`src/hw/vec_ctrl_defs.svh`:
```
// Sizing and CSR map of the vector controller
// VEC_VL_W must hold vlmax for e8 at LMUL 8, which is VEC_VLENB * 8
// VEC_ELEN is also the width of rs1 and of the write-back data
`ifndef VEC_CTRL_DEFS_SVH
`define VEC_CTRL_DEFS_SVH

// Vector register geometry
`define VEC_VLEN  256
`define VEC_VLENB (`VEC_VLEN / 8)
`define VEC_ELEN  32

// Width of vl and vstart
`define VEC_VL_W 9

// Vector CSR addresses
`define VEC_CSR_VSTART 12'h008
`define VEC_CSR_VL     12'hC20
`define VEC_CSR_VTYPE  12'hC21
`define VEC_CSR_VLENB  12'hC22

// Instruction id from the core
`define VEC_ID_W 4

`endif

```
`src/hw/vec_ctrl_pkg.sv`:
```
// Types shared by the vector controller and its testbench
// LMUL uses the signed RVV encoding, so fractional values are negative
// EW_64 exists only so that the core can request it and see it rejected
`default_nettype none

`include "vec_ctrl_defs.svh"

package vec_ctrl_pkg;

  // Instruction kind as decoded by the core
  typedef enum logic [1:0] {
    OP_VCFG,
    OP_VCSR,
    OP_VEC
  } vec_op_e;

  // Target unit, UNIT_CON stays in the controller
  typedef enum logic [1:0] {
    UNIT_CON,
    UNIT_VFU,
    UNIT_VLSU,
    UNIT_VSLDU
  } vec_unit_e;

  typedef enum logic [1:0] {
    CSR_READ,
    CSR_WRITE,
    CSR_SET,
    CSR_CLEAR
  } vec_csr_op_e;

  typedef enum logic [2:0] {
    EW_8  = 3'd0,
    EW_16 = 3'd1,
    EW_32 = 3'd2,
    EW_64 = 3'd3
  } vec_vsew_e;

  typedef enum logic [2:0] {
    LMUL_1   = 3'd0,
    LMUL_2   = 3'd1,
    LMUL_4   = 3'd2,
    LMUL_8   = 3'd3,
    LMUL_RES = 3'd4,
    LMUL_F8  = 3'd5,
    LMUL_F4  = 3'd6,
    LMUL_F2  = 3'd7
  } vec_vlmul_e;

  typedef struct packed {
    logic       vill;
    vec_vsew_e  vsew;
    vec_vlmul_e vlmul;
  } vec_vtype_t;

  typedef logic [`VEC_VL_W-1:0] vec_vl_t;
  typedef logic [`VEC_ELEN-1:0] vec_data_t;

  // Decoded instruction as handed over by the core
  typedef struct packed {
    vec_op_e              op;
    vec_unit_e            unit;
    vec_csr_op_e          csr_op;
    logic [11:0]          csr_addr;
    vec_data_t            rs1;
    vec_vtype_t           vtype;
    logic                 keep_vl;
    logic [4:0]           rd;
    logic                 use_rd;
    logic [`VEC_ID_W-1:0] id;
  } vec_req_t;

  // Value of vtype after reset or a rejected configuration
  localparam vec_vtype_t VTYPE_ILLEGAL = '{vill: 1'b1, vsew: EW_8, vlmul: LMUL_1};

endpackage

`default_nettype wire

```
`src/hw/vec_ctrl_if.sv`:
```
// Internal links of the vector controller
// vec_issue_if valid is a one-cycle strobe per dispatched instruction,
// sinks cannot stall it
`timescale 1ns/10ps
`default_nettype none

// Instruction leaving the issue buffer
interface vec_issue_if
  import vec_ctrl_pkg::*;
();

  logic     valid;
  vec_req_t req;
  // Configuration changes LMUL against the current vtype
  logic     vlmul_change;

  modport issue (output valid, req, vlmul_change);
  modport sink  (input  valid, req, vlmul_change);

endinterface

// Architectural vector CSR state
interface vec_csr_if
  import vec_ctrl_pkg::*;
();

  vec_vtype_t vtype;
  vec_vl_t    vl;
  vec_vl_t    vstart;
  // vl that the configuration now on the dispatch link produces
  vec_vl_t    cfg_vl;

  modport csr  (output vtype, vl, vstart, cfg_vl);
  modport user (input  vtype, vl, vstart, cfg_vl);

endinterface

`default_nettype wire

```
`src/hw/vec_csr_unit.sv`:
```
// vstart, vl and vtype registers of the vector controller
// All updates happen at the edge that ends a dispatch cycle
// Only rs1 is used as the AVL, vlmax tops out at VEC_VLENB * 8
`timescale 1ns/10ps
`default_nettype none

`include "vec_ctrl_defs.svh"

module vec_csr_unit
  import vec_ctrl_pkg::*;
(
  input  logic      clk_i,
  input  logic      reset_i,
  vec_issue_if.sink disp_if,
  vec_csr_if.csr    csr_if
);

  // SEW may exceed 8 by this many doublings at LMUL 1
  localparam logic signed [3:0] LmulSlack = 4'($clog2(`VEC_ELEN) - 3);

  vec_vtype_t vtype_q;
  vec_vl_t    vl_q;
  vec_vl_t    vstart_q;

  vec_req_t   req;
  vec_vtype_t cfg_vtype;
  vec_vl_t    cfg_vl;
  vec_vl_t    vlmax;
  logic       vtype_legal;
  logic       ratio_kept;

  // Sign extended log2 of LMUL
  function automatic logic signed [3:0] lmul_log2(vec_vlmul_e lmul);
    lmul_log2 = $signed({lmul[2], lmul});
  endfunction

  function automatic logic signed [3:0] sew_log2(vec_vsew_e sew);
    sew_log2 = $signed({1'b0, sew});
  endfunction

  assign req = disp_if.req;

  ////////////////////////////////
  // Configuration
  ////////////////////////////////

  always_comb begin
    vtype_legal = (req.vtype.vsew <= EW_32) &&
                  !(req.vtype.vlmul inside {LMUL_RES, LMUL_F8}) &&
                  (sew_log2(req.vtype.vsew) <= lmul_log2(req.vtype.vlmul) + LmulSlack);

    // Without an LMUL change the ratio holds only if SEW holds too
    if (disp_if.vlmul_change) begin
      ratio_kept = (sew_log2(req.vtype.vsew) - sew_log2(vtype_q.vsew)) ==
                   (lmul_log2(req.vtype.vlmul) - lmul_log2(vtype_q.vlmul));
    end else begin
      ratio_kept = (req.vtype.vsew == vtype_q.vsew);
    end

    vlmax = vec_vl_t'(`VEC_VLENB) >> req.vtype.vsew;
    case (req.vtype.vlmul)
      LMUL_F4: vlmax = vlmax >> 2;
      LMUL_F2: vlmax = vlmax >> 1;
      LMUL_2:  vlmax = vlmax << 1;
      LMUL_4:  vlmax = vlmax << 2;
      LMUL_8:  vlmax = vlmax << 3;
      default: vlmax = vlmax;
    endcase

    cfg_vtype = VTYPE_ILLEGAL;
    cfg_vl    = '0;
    if (vtype_legal && (!req.keep_vl || ratio_kept)) begin
      cfg_vtype      = req.vtype;
      cfg_vtype.vill = 1'b0;
      if (req.keep_vl) begin
        cfg_vl = vl_q;
      end else if (&req.rs1) begin
        // AVL of all ones asks for vlmax
        cfg_vl = vlmax;
      end else if (req.rs1 < vec_data_t'(vlmax)) begin
        cfg_vl = vec_vl_t'(req.rs1);
      end else begin
        cfg_vl = vlmax;
      end
    end
  end

  ////////////////////////////////
  // Registers
  ////////////////////////////////

  always_ff @(posedge clk_i) begin
    if (reset_i) begin
      vtype_q  <= VTYPE_ILLEGAL;
      vl_q     <= '0;
      vstart_q <= '0;
    end else if (disp_if.valid) begin
      case (req.op)
        OP_VEC: vstart_q <= '0;
        OP_VCFG: begin
          vtype_q <= cfg_vtype;
          vl_q    <= cfg_vl;
        end
        OP_VCSR: begin
          if (req.csr_addr == `VEC_CSR_VSTART) begin
            case (req.csr_op)
              CSR_WRITE: vstart_q <= vec_vl_t'(req.rs1);
              CSR_SET:   vstart_q <= vstart_q | vec_vl_t'(req.rs1);
              CSR_CLEAR: vstart_q <= vstart_q & ~vec_vl_t'(req.rs1);
              default:   vstart_q <= vstart_q;
            endcase
          end
        end
        default: vstart_q <= vstart_q;
      endcase
    end
  end

  assign csr_if.vtype  = vtype_q;
  assign csr_if.vl     = vl_q;
  assign csr_if.vstart = vstart_q;
  assign csr_if.cfg_vl = cfg_vl;

endmodule

`default_nettype wire

```
`src/hw/vec_issue_stage.sv`:
```
// One-entry issue buffer between the core and the vector units
// Ready is high only with an empty buffer, so there is no fall-through
// A buffered instruction leaves only when none of the stalls hold
`timescale 1ns/10ps
`default_nettype none

`include "vec_ctrl_defs.svh"

module vec_issue_stage
  import vec_ctrl_pkg::*;
(
  input  logic                 clk_i,
  input  logic                 reset_i,
  input  logic                 in_valid_i,
  input  vec_req_t             in_req_i,
  output logic                 in_ready_o,
  output logic                 in_accept_o,
  input  logic                 vfu_ready_i,
  input  logic                 vlsu_ready_i,
  input  logic                 vsldu_ready_i,
  vec_csr_if.user              csr_if,
  vec_issue_if.issue           disp_if,
  output logic                 unit_req_valid_o,
  output vec_unit_e            unit_req_unit_o,
  output vec_vl_t              unit_req_vl_o,
  output vec_vl_t              unit_req_vstart_o,
  output vec_vtype_t           unit_req_vtype_o,
  output logic [`VEC_ID_W-1:0] unit_req_id_o
);

  logic     buf_valid_q;
  vec_req_t buf_req_q;
  vec_req_t disp_req;

  logic push;
  logic pop;
  logic any_busy;
  logic unit_stall;
  logic vstart_stall;
  logic vlmul_change;
  logic stall;

  ////////////////////////////////
  // Accept and buffer
  ////////////////////////////////

  assign in_ready_o = !buf_valid_q;

  // Vector work is refused while vtype is illegal
  assign in_accept_o = in_valid_i && in_ready_o &&
                       !((in_req_i.op == OP_VEC) && csr_if.vtype.vill);
  assign push = in_accept_o;

  always_ff @(posedge clk_i) begin
    if (reset_i) begin
      buf_valid_q <= 1'b0;
    end else if (push) begin
      buf_valid_q <= 1'b1;
    end else if (pop) begin
      buf_valid_q <= 1'b0;
    end
  end

  always_ff @(posedge clk_i) begin
    if (push) begin
      buf_req_q <= in_req_i;
    end
  end

  ////////////////////////////////
  // Stalls
  ////////////////////////////////

  assign any_busy = !vfu_ready_i || !vlsu_ready_i || !vsldu_ready_i;

  always_comb begin
    unit_stall = 1'b0;
    if (buf_req_q.op == OP_VEC) begin
      case (buf_req_q.unit)
        UNIT_VFU:   unit_stall = !vfu_ready_i;
        UNIT_VLSU:  unit_stall = !vlsu_ready_i;
        UNIT_VSLDU: unit_stall = !vsldu_ready_i;
        default:    unit_stall = 1'b0;
      endcase
    end
  end

  assign vstart_stall = (csr_if.vstart != '0) && any_busy;
  // LMUL may only change once all units have drained
  assign vlmul_change = (buf_req_q.op == OP_VCFG) &&
                        (buf_req_q.vtype.vlmul != csr_if.vtype.vlmul);
  assign stall = unit_stall || vstart_stall || (vlmul_change && any_busy);
  assign pop   = buf_valid_q && !stall;

  ////////////////////////////////
  // Dispatch
  ////////////////////////////////

  // VLSU keeps the element width of its own request
  always_comb begin
    disp_req = buf_req_q;
    if ((buf_req_q.op == OP_VEC) && (buf_req_q.unit != UNIT_VLSU)) begin
      disp_req.vtype = csr_if.vtype;
    end
  end

  assign disp_if.valid        = pop;
  assign disp_if.req          = disp_req;
  assign disp_if.vlmul_change = vlmul_change;

  assign unit_req_valid_o  = pop && (buf_req_q.op == OP_VEC);
  assign unit_req_unit_o   = disp_req.unit;
  assign unit_req_vl_o     = csr_if.vl;
  assign unit_req_vstart_o = csr_if.vstart;
  assign unit_req_vtype_o  = disp_req.vtype;
  assign unit_req_id_o     = disp_req.id;

endmodule

`default_nettype wire

```
`src/hw/vec_retire_unit.sv`:
```
// Write-back of configuration and CSR results to the core
// Results are a one-cycle strobe, the core cannot hold them off
// CSR reads see the value from before the same dispatch updates it
`timescale 1ns/10ps
`default_nettype none

`include "vec_ctrl_defs.svh"

module vec_retire_unit
  import vec_ctrl_pkg::*;
(
  input  logic                 clk_i,
  input  logic                 reset_i,
  vec_issue_if.sink            disp_if,
  vec_csr_if.user              csr_if,
  output logic                 result_valid_o,
  output logic [`VEC_ID_W-1:0] result_id_o,
  output logic [4:0]           result_rd_o,
  output vec_data_t            result_data_o
);

  vec_data_t data_d;

  always_comb begin
    data_d = '0;
    if (disp_if.req.op == OP_VCFG) begin
      data_d = vec_data_t'(csr_if.cfg_vl);
    end else if (disp_if.req.use_rd) begin
      // vtype reads back with vill in bit 6
      case (disp_if.req.csr_addr)
        `VEC_CSR_VSTART: data_d = vec_data_t'(csr_if.vstart);
        `VEC_CSR_VL:     data_d = vec_data_t'(csr_if.vl);
        `VEC_CSR_VTYPE:  data_d = vec_data_t'(csr_if.vtype);
        `VEC_CSR_VLENB:  data_d = vec_data_t'(`VEC_VLENB);
        default:         data_d = '0;
      endcase
    end
  end

  always_ff @(posedge clk_i) begin
    if (reset_i) begin
      result_valid_o <= 1'b0;
    end else begin
      result_valid_o <= disp_if.valid && (disp_if.req.op != OP_VEC);
    end
  end

  always_ff @(posedge clk_i) begin
    if (disp_if.valid) begin
      result_id_o   <= disp_if.req.id;
      result_rd_o   <= disp_if.req.rd;
      result_data_o <= data_d;
    end
  end

endmodule

`default_nettype wire

```
`src/hw/vec_ctrl_top.sv`:
```
// Vector instruction controller beside a scalar core
// The core presents instructions already decoded into fields
// No register hazard tracking, units must order their own accesses
`timescale 1ns/10ps
`default_nettype none

`include "vec_ctrl_defs.svh"

module vec_ctrl_top
  import vec_ctrl_pkg::*;
(
  input  logic                 clk_i,
  input  logic                 reset_i,
  // Core issue port
  input  logic                 issue_valid_i,
  input  vec_op_e              issue_op_i,
  input  vec_unit_e            issue_unit_i,
  input  vec_csr_op_e          issue_csr_op_i,
  input  logic [11:0]          issue_csr_addr_i,
  input  vec_data_t            issue_rs1_i,
  input  vec_vtype_t           issue_vtype_i,
  input  logic                 issue_keep_vl_i,
  input  logic [4:0]           issue_rd_i,
  input  logic                 issue_use_rd_i,
  input  logic [`VEC_ID_W-1:0] issue_id_i,
  output logic                 issue_ready_o,
  output logic                 issue_accept_o,
  // Unit readiness
  input  logic                 vfu_ready_i,
  input  logic                 vlsu_ready_i,
  input  logic                 vsldu_ready_i,
  // Request to the units
  output logic                 unit_req_valid_o,
  output vec_unit_e            unit_req_unit_o,
  output vec_vl_t              unit_req_vl_o,
  output vec_vl_t              unit_req_vstart_o,
  output vec_vtype_t           unit_req_vtype_o,
  output logic [`VEC_ID_W-1:0] unit_req_id_o,
  // Write-back to the core
  output logic                 result_valid_o,
  output logic [`VEC_ID_W-1:0] result_id_o,
  output logic [4:0]           result_rd_o,
  output vec_data_t            result_data_o
);

  vec_req_t issue_req;

  vec_issue_if disp_if ();
  vec_csr_if   csr_if ();

  assign issue_req = '{op:       issue_op_i,
                       unit:     issue_unit_i,
                       csr_op:   issue_csr_op_i,
                       csr_addr: issue_csr_addr_i,
                       rs1:      issue_rs1_i,
                       vtype:    issue_vtype_i,
                       keep_vl:  issue_keep_vl_i,
                       rd:       issue_rd_i,
                       use_rd:   issue_use_rd_i,
                       id:       issue_id_i};

  vec_csr_unit u_csr (
    .clk_i   (clk_i),
    .reset_i (reset_i),
    .disp_if (disp_if),
    .csr_if  (csr_if)
  );

  vec_issue_stage u_issue (
    .clk_i             (clk_i),
    .reset_i           (reset_i),
    .in_valid_i        (issue_valid_i),
    .in_req_i          (issue_req),
    .in_ready_o        (issue_ready_o),
    .in_accept_o       (issue_accept_o),
    .vfu_ready_i       (vfu_ready_i),
    .vlsu_ready_i      (vlsu_ready_i),
    .vsldu_ready_i     (vsldu_ready_i),
    .csr_if            (csr_if),
    .disp_if           (disp_if),
    .unit_req_valid_o  (unit_req_valid_o),
    .unit_req_unit_o   (unit_req_unit_o),
    .unit_req_vl_o     (unit_req_vl_o),
    .unit_req_vstart_o (unit_req_vstart_o),
    .unit_req_vtype_o  (unit_req_vtype_o),
    .unit_req_id_o     (unit_req_id_o)
  );

  vec_retire_unit u_retire (
    .clk_i          (clk_i),
    .reset_i        (reset_i),
    .disp_if        (disp_if),
    .csr_if         (csr_if),
    .result_valid_o (result_valid_o),
    .result_id_o    (result_id_o),
    .result_rd_o    (result_rd_o),
    .result_data_o  (result_data_o)
  );

endmodule

`default_nettype wire

```
`config.mk`:
```
export PLATFORM = sky130hd
export DESIGN_NAME = vec_ctrl_top
export DESIGN_NICKNAME = d
export VERILOG_FILES = /design/src/hw/vec_ctrl_pkg.sv /design/src/hw/vec_ctrl_if.sv /design/src/hw/vec_csr_unit.sv /design/src/hw/vec_issue_stage.sv /design/src/hw/vec_retire_unit.sv /design/src/hw/vec_ctrl_top.sv
export VERILOG_INCLUDE_DIRS = /design/src /design/src/hw
export SDC_FILE = /design/constraint.sdc
export NUM_CORES = 1
export LEC_CHECK = 0
export BUFFER_PORTS_ARGS = -buffer_cell sky130_fd_sc_hd__clkbuf_2
export CORE_ASPECT_RATIO = 2
export CORE_MARGIN = 3
export CORE_UTILIZATION = 45
export CTS_BUF_LIST = sky130_fd_sc_hd__clkbuf_4 sky130_fd_sc_hd__clkbuf_8
export DETAILED_ROUTE_END_ITERATION = 12
export PLACE_DENSITY_LB_ADDON = 0.1
export SYNTH_ARGS = -nofsm -noshare
export SYNTH_HDL_FRONTEND = slang
export SYNTH_HIERARCHICAL = 1
export SYNTH_SLANG_ARGS = --single-unit
```
`constraint.sdc`:
```
create_clock -name clk_i -period 5.2 [get_ports clk_i]
set_input_delay 0.52 -clock clk_i [delete_from_list [all_inputs] [get_ports clk_i]]
set_output_delay 0.52 -clock clk_i [all_outputs]
set_load 0.01 [all_outputs]
```
# Word-level counts from Yosys, hierarchy flattened
# Index checks and enable logic that the tools add are counted.
[totals] ff_bits=136 input_bits=74
[op_classes] n_reduce_logical=35 eq_ne=27 n_lt_le_gt_ge=3 muxes=18 bitwise_logic=4 n_shift=1 n_addsub=3
[op_table] cell="9-bit two-way mux" count=7
[op_table] cell="9-bit one-hot mux with 5 select lines" count=1
[op_table] cell="12-bit equality test (second input constant)" count=3
[op_table] cell="9-bit one-hot mux with 4 select lines" count=1
[op_table] cell="32-bit by 9-bit < comparator with 1-bit output" count=1
[op_table] cell="32-bit AND reduction" count=1
[op_table] cell="9-bit one-hot mux with 3 select lines" count=1
[op_table] cell="9-bit one-hot mux with 2 select lines" count=1
[op_table] cell="7-bit two-way mux" count=2
[op_table] cell="1-bit logical AND" count=13
[op_table] cell="12-bit by 4-bit equality test with 1-bit output (second input constant)" count=1
[op_table] cell="2-bit equality test (second input constant)" count=6
[op_table] cell="3-bit equality test (second input constant)" count=4
[op_table] cell="9-bit bitwise AND" count=1
[op_table] cell="9-bit NOT" count=1
[op_table] cell="9-bit OR" count=1
[op_table] cell="9-bit nonzero test" count=1
[op_table] cell="6-bit by 3-bit >> shifter with 9-bit output (first input constant)" count=1
[op_table] cell="1-bit zero test" count=8
[op_table] cell="3-bit by 3-bit subtractor with 4-bit output" count=2
[op_table] cell="2-bit by 1-bit equality test with 1-bit output (second input constant)" count=3
[op_table] cell="3-bit by 2-bit equality test with 1-bit output (second input constant)" count=2
[op_table] cell="2-bit nonzero test" count=3
[op_table] cell="1-bit logical OR" count=5
[op_table] cell="other kinds (17)" count=21

# Longest topological paths before layout
[logic_depth] depth_word=11 mapped_depth=19

# By module
# The synthesis kept the hierarchy.
[by_module_without_submodules] module="vec_issue_stage" n_inst=1 seq_area_each_um2=2062.0 cells_each=193 area_per_inst_um2=3030.4
[by_module_without_submodules] module="vec_csr_unit" n_inst=1 seq_area_each_um2=500.5 cells_each=312 area_per_inst_um2=2354.8
[by_module_without_submodules] module="vec_retire_unit" n_inst=1 seq_area_each_um2=560.5 cells_each=95 area_per_inst_um2=1109.8

# Worst setup path before layout
# OpenSTA, ideal clock, no wires.
[synth_timing] path_kind="reg2reg" startpoint="reg u_issue.buf_req_q (netlist bit u_issue/disp_if.req[66])" endpoint="reg u_retire.result_data_o[5] (data pin)" path_stages_with_launch=18 period_less_slack_ns=4.122 n_path_buf=2 setup_time_ns=0.133 setup_slack_ns=1.078 t_arrival_ns=3.989 cell_sequence="edfxtp_1 -> nor2b_2 -> a21boi_4 -> mux2_2 -> clkbuf_1 -> or4bb_1 -> o311ai_1 -> o311ai_1 -> and2_1 -> ha_1 -> and4_1 -> and3_1 -> o211ai_1 -> o211ai_1 -> buf_6 -> mux2_4 -> a211oi_2 -> a22o_1"
[synth_lines] item="start, declared" line_no="vec_issue_stage.sv:32" text="vec_req_t buf_req_q;"
[synth_lines] item="start signal, assigned" line_no="vec_issue_stage.sv:66" text="buf_req_q <= in_req_i;"
[synth_lines] item="end signal, assigned" line_no="vec_retire_unit.sv:52" text="result_data_o <= data_d;"
[synth_lines] item="end, declared" line_no="vec_retire_unit.sv:19" text="output vec_data_t result_data_o"

# Worst setup path after layout
[layout_timing] startpoint="reg u_issue.buf_req_q (netlist bit u_issue/disp_if.req[66])" endpoint="reg u_retire.result_data_o[4] (data pin)"
[layout_between] elab_chain_cells=11 elab_cells_between_ends=34
[layout_rtl] item="2-bit equality test" line_no="vec_issue_stage.sv:102" text="if ((buf_req_q.op == OP_VEC) && (buf_req_q.unit != UNIT_VLSU)) begin"
[layout_rtl] item="1-bit logical AND" line_no="vec_issue_stage.sv:102"
[layout_rtl] item="7-bit two-way mux" line_no="vec_issue_stage.sv:102"
[layout_rtl] item="6-bit by 3-bit >> shifter with 9-bit output (tied with other cells)" line_no="vec_csr_unit.sv:60" text="vlmax = vec_vl_t'(`VEC_VLENB) >> req.vtype.vsew;"
[layout_rtl] item="9-bit one-hot mux with 5 select lines or 2-bit nonzero test (tied branches)" line_no="vec_csr_unit.sv:61, vec_csr_unit.sv:49"
[layout_rtl] item="32-bit by 9-bit < comparator with 1-bit output or 1-bit zero test (tied branches)" line_no="vec_csr_unit.sv:80, vec_csr_unit.sv:49"
[layout_rtl] item="9-bit two-way mux or 1-bit logical AND (tied branches)" line_no="vec_csr_unit.sv:80, vec_csr_unit.sv:48"
[layout_rtl] item="9-bit two-way mux or 1-bit logical AND (tied branches)" line_no="vec_csr_unit.sv:77, vec_csr_unit.sv:49"
[layout_rtl] item="9-bit two-way mux or 1-bit logical AND (tied branches)" line_no="vec_csr_unit.sv:75, vec_csr_unit.sv:72"
[layout_rtl] item="9-bit two-way mux (*)" line_no="vec_csr_unit.sv:72" text="if (vtype_legal && (!req.keep_vl || ratio_kept)) begin"
[layout_rtl] item="net csr_if.cfg_vl[4]" line_no="vec_ctrl_if.sv:31" text="vec_vl_t cfg_vl;"
[layout_rtl] item="9-bit two-way mux (*)" line_no="vec_retire_unit.sv:26" text="if (disp_if.req.op == OP_VCFG) begin"
[layout_rtl] item="net u_retire.data_d[4]" line_no="vec_retire_unit.sv:22" text="vec_data_t data_d;"
# Mark *: on every way through the listed nets, which the timed path passes. The rest lies on a longest branch.
# A chain may end at the register's enable or synchronous reset.

==> results.sh <==
export IMPL_run_status="completed"
export IMPL_worst_endpoint_arrival_ps=4810
export IMPL_timing_critical_path_buf_inv=1
export IMPL_seqPwrFrac_pct=49.1
export IMPL_buffer_ports_inserted=126
export IMPL_area_sequential_um2=3120
export IMPL_core_area_um2=14000
export IMPL_grt_max_degree=72
export IMPL_worst_skew_pair_late_latency_ps=420
export IMPL_netlist_instances=598
export IMPL_rows=61
export IMPL_worstPathRequired_ps=5360
export IMPL_tritoncts_buffer_count=17
export IMPL_timing_critical_path_cells="nor2b_2 -> a21boi_4 -> mux2_2 -> or4bb_1 -> o311ai_1 -> o311ai_1 -> and2_1 -> ha_1 -> and4_1 -> and3_1 -> o211ai_1 -> o211ai_1 -> buf_4 -> mux2i_1 -> a21oi_1 -> a22o_1"
export IMPL_holdBufCountCts=0
export IMPL_maxClockFrequency_mhz=215
export IMPL_cts_sink_count=113
export IMPL_fraction_of_final_layout_cells_with_drive_strength_greater_than_1_pct=29.4
export IMPL_htreeDepth=4
export IMPL_setup_tns_final_ps=0
export IMPL_fraction_of_power_consumed_by_the_clock_network_pct=39.0
export IMPL_rsz0062_at_grt="false"
export IMPL_pwr_density_cell_nw_per_um2=310
export IMPL_min_delay_path_class="primary input to register"
export IMPL_drt_antenna_violating_nets=0
export IMPL_leakage_nw=2.64
export IMPL_routed_via_density=5.43
export IMPL_clock_skew_ps=14.4
export IMPL_route_detailed_drc=0
export IMPL_cp_slowest_cell="sky130_fd_sc_hd__or4bb_1"
export IMPL_start_util_pct=46.4
export IMPL_max_cap_violations=0
export IMPL_syn_avg_cell_area_um2=10.8
export IMPL_report_final_slew_viol_count=0
export IMPL_cts_tree="done"
export IMPL_root_buffer="sky130_fd_sc_hd__clkbuf_8"
export IMPL_post_cts_setup_buffers=0
export IMPL_vias_in_the_first_global_route=4505
export IMPL_finalWirelength_mm=15.7
export IMPL_clockBufferDepth=2
export IMPL_clkSlewWorstSetupHoldPaths_ps=80
export IMPL_ys_warnings_count=6
export IMPL_slew_limit_headroom_pct=33.5
export IMPL_crit_path_max_incr_delay_ps=560
export IMPL_peakVddDrop_v=0.000220
export IMPL_preCtsSetupSlack_ps=612
export IMPL_route_vias_total=4547
export IMPL_power_mw=2.15
export IMPL_multi_input_area_um2=2370
export IMPL_fillCellCount=1343
export IMPL_r2r_slack_ps=560
export IMPL_floorplan_io_pins=150
export IMPL_worstPathMaxFanout=20
export IMPL_setup_worst_path_start_class="register"
export IMPL_post_cts_resized_instances=0
export IMPL_layout_nets=732
export IMPL_n_antenna_cell=0
export IMPL_final_hold_violation_count=0
export IMPL_hpwlAfterDp_mm=11.6
export IMPL_die_h_um=176
export IMPL_floorplan_die_area_um2=16000
export IMPL_grt_util_all_layers_pct=19.6
export IMPL_setup_viol_count_final=0
export IMPL_final_period_minus_worst_setup_slack_ps=4640
export IMPL_critical_path_class="register to register"
export IMPL_internal_power_mw=1.57
export IMPL_power_frac_comb_pct=11.9
export IMPL_fin_ws_ps=558
export IMPL_flow_area_growth_from_synthesis_pct=6.93
export IMPL_antenna_found_initial=0
export IMPL_place_congestion=0.874
export IMPL_end_kind="register"
export IMPL_die_width_um=90.9
export IMPL_path_delay_family="simple AND/OR/NAND/NOR gates"
export IMPL_routedWlPerCell_um=18.7
export IMPL_first_iter_violations=523
export IMPL_synth_area_um2=6480
export IMPL_max_slew_worst_pin_slew_ps=998
export IMPL_first_pass_iters=5
export IMPL_grt_overflow=0
export IMPL_grt_first_pass_wirelength_mm=24.3
export IMPL_power_switching_fraction_pct=27.2
export IMPL_netSwitchingPower_uw=585
export IMPL_timing_final_crit_share_pct=89.3
-- stage by stage --
stage | std cells | utilization (%) | area [um2] | hold slack (ps)
after floorplan | 620 | - | 6560 | 452
after global placement | 806 | 46.8 | 6530 | 400
after detailed placement | 806 | 46.8 | 6530 | 406
after CTS | 838 | 49.6 | 6930 | 239
after global routing | 838 | 49.6 | 6930 | 235
final | 838 | 49.6 | 6930 | 269
-- state kept, by name (all words and copies together) (netlist names) --
register                 count
u_retire/result_valid_o      1
u_issue/buf_req_q            7
u_csr/csr_if.vl              9
u_issue/disp_if.req         55
u_retire/result_data_o       9
u_issue/unit_req_unit_o      2
u_retire/result_rd_o         5
u_issue/buf_valid_q          1
u_issue/unit_req_id_o        4
u_csr/csr_if.vtype           7
u_csr/csr_if.vstart          9
u_retire/result_id_o         4
-- area by class of cell --
class,instances,share of cell area (%)
clock buffers,18,3.58
repair buffers,132,9.75
well taps,189,3.41
inverters,32,1.73
clock inverters,14,2.18
multi-input cells,340,34.3
flip-flops and latches,113,45.1
-- metal layers --
metal | global-route usage, % | wire [um]
met5 | 0 | 0
met4 | 9.13 | 491
met1 | 20.9 | 5730
met3 | 4.33 | 987
met2 | 36.3 | 8450
-- worst paths after layout --
path | from | end | depth (start not counted)
min | issue_id_i[3] | u_issue/unit_req_id_o[3] | 1
max | u_issue/disp_if.req[66] | u_retire/result_data_o[4] | 16
max reg2reg | u_issue/disp_if.req[66] | u_retire/result_data_o[4] | 16
min reg2reg | u_issue/disp_if.req[5] | u_retire/result_rd_o[0] | 0
-- cells in the final DEF (no fill, tap or decap), types with 7 or more instances in the layout --
cell / n
sky130_fd_sc_hd__clkbuf_2: 126
sky130_fd_sc_hd__edfxtp_1: 86
sky130_fd_sc_hd__nand2_1: 33
sky130_fd_sc_hd__inv_1: 31
sky130_fd_sc_hd__nor2_1: 30
sky130_fd_sc_hd__dfxtp_1: 27
sky130_fd_sc_hd__a21oi_1: 24
sky130_fd_sc_hd__conb_1: 23
sky130_fd_sc_hd__nand3_1: 21
sky130_fd_sc_hd__ha_1: 20
sky130_fd_sc_hd__clkbuf_8: 18
sky130_fd_sc_hd__o21ai_0: 15
sky130_fd_sc_hd__nor2b_1: 11
sky130_fd_sc_hd__nor4_1: 11
sky130_fd_sc_hd__o221ai_1: 9
sky130_fd_sc_hd__a22o_1: 9
sky130_fd_sc_hd__xnor2_1: 8
sky130_fd_sc_hd__mux2i_1: 8
sky130_fd_sc_hd__a22oi_1: 8
sky130_fd_sc_hd__nor3_1: 7
sky130_fd_sc_hd__o22ai_1: 7
sky130_fd_sc_hd__o2111ai_1: 7
sky130_fd_sc_hd__mux2_2: 7
-- power by group through the flow --
stage / Sequential [mW] / Combinational (mW) / Clock (mW)
floorplan: 1.06 / 0.231 / 0
detailed placement: 1.08 / 0.255 / 0
global route: 1.06 / 0.283 / 0.909
CTS: 1.06 / 0.257 / 0.863
finish: 1.06 / 0.256 / 0.838
global placement: 1.08 / 0.247 / 0
Note: power is estimated with default switching activity, not from simulation.
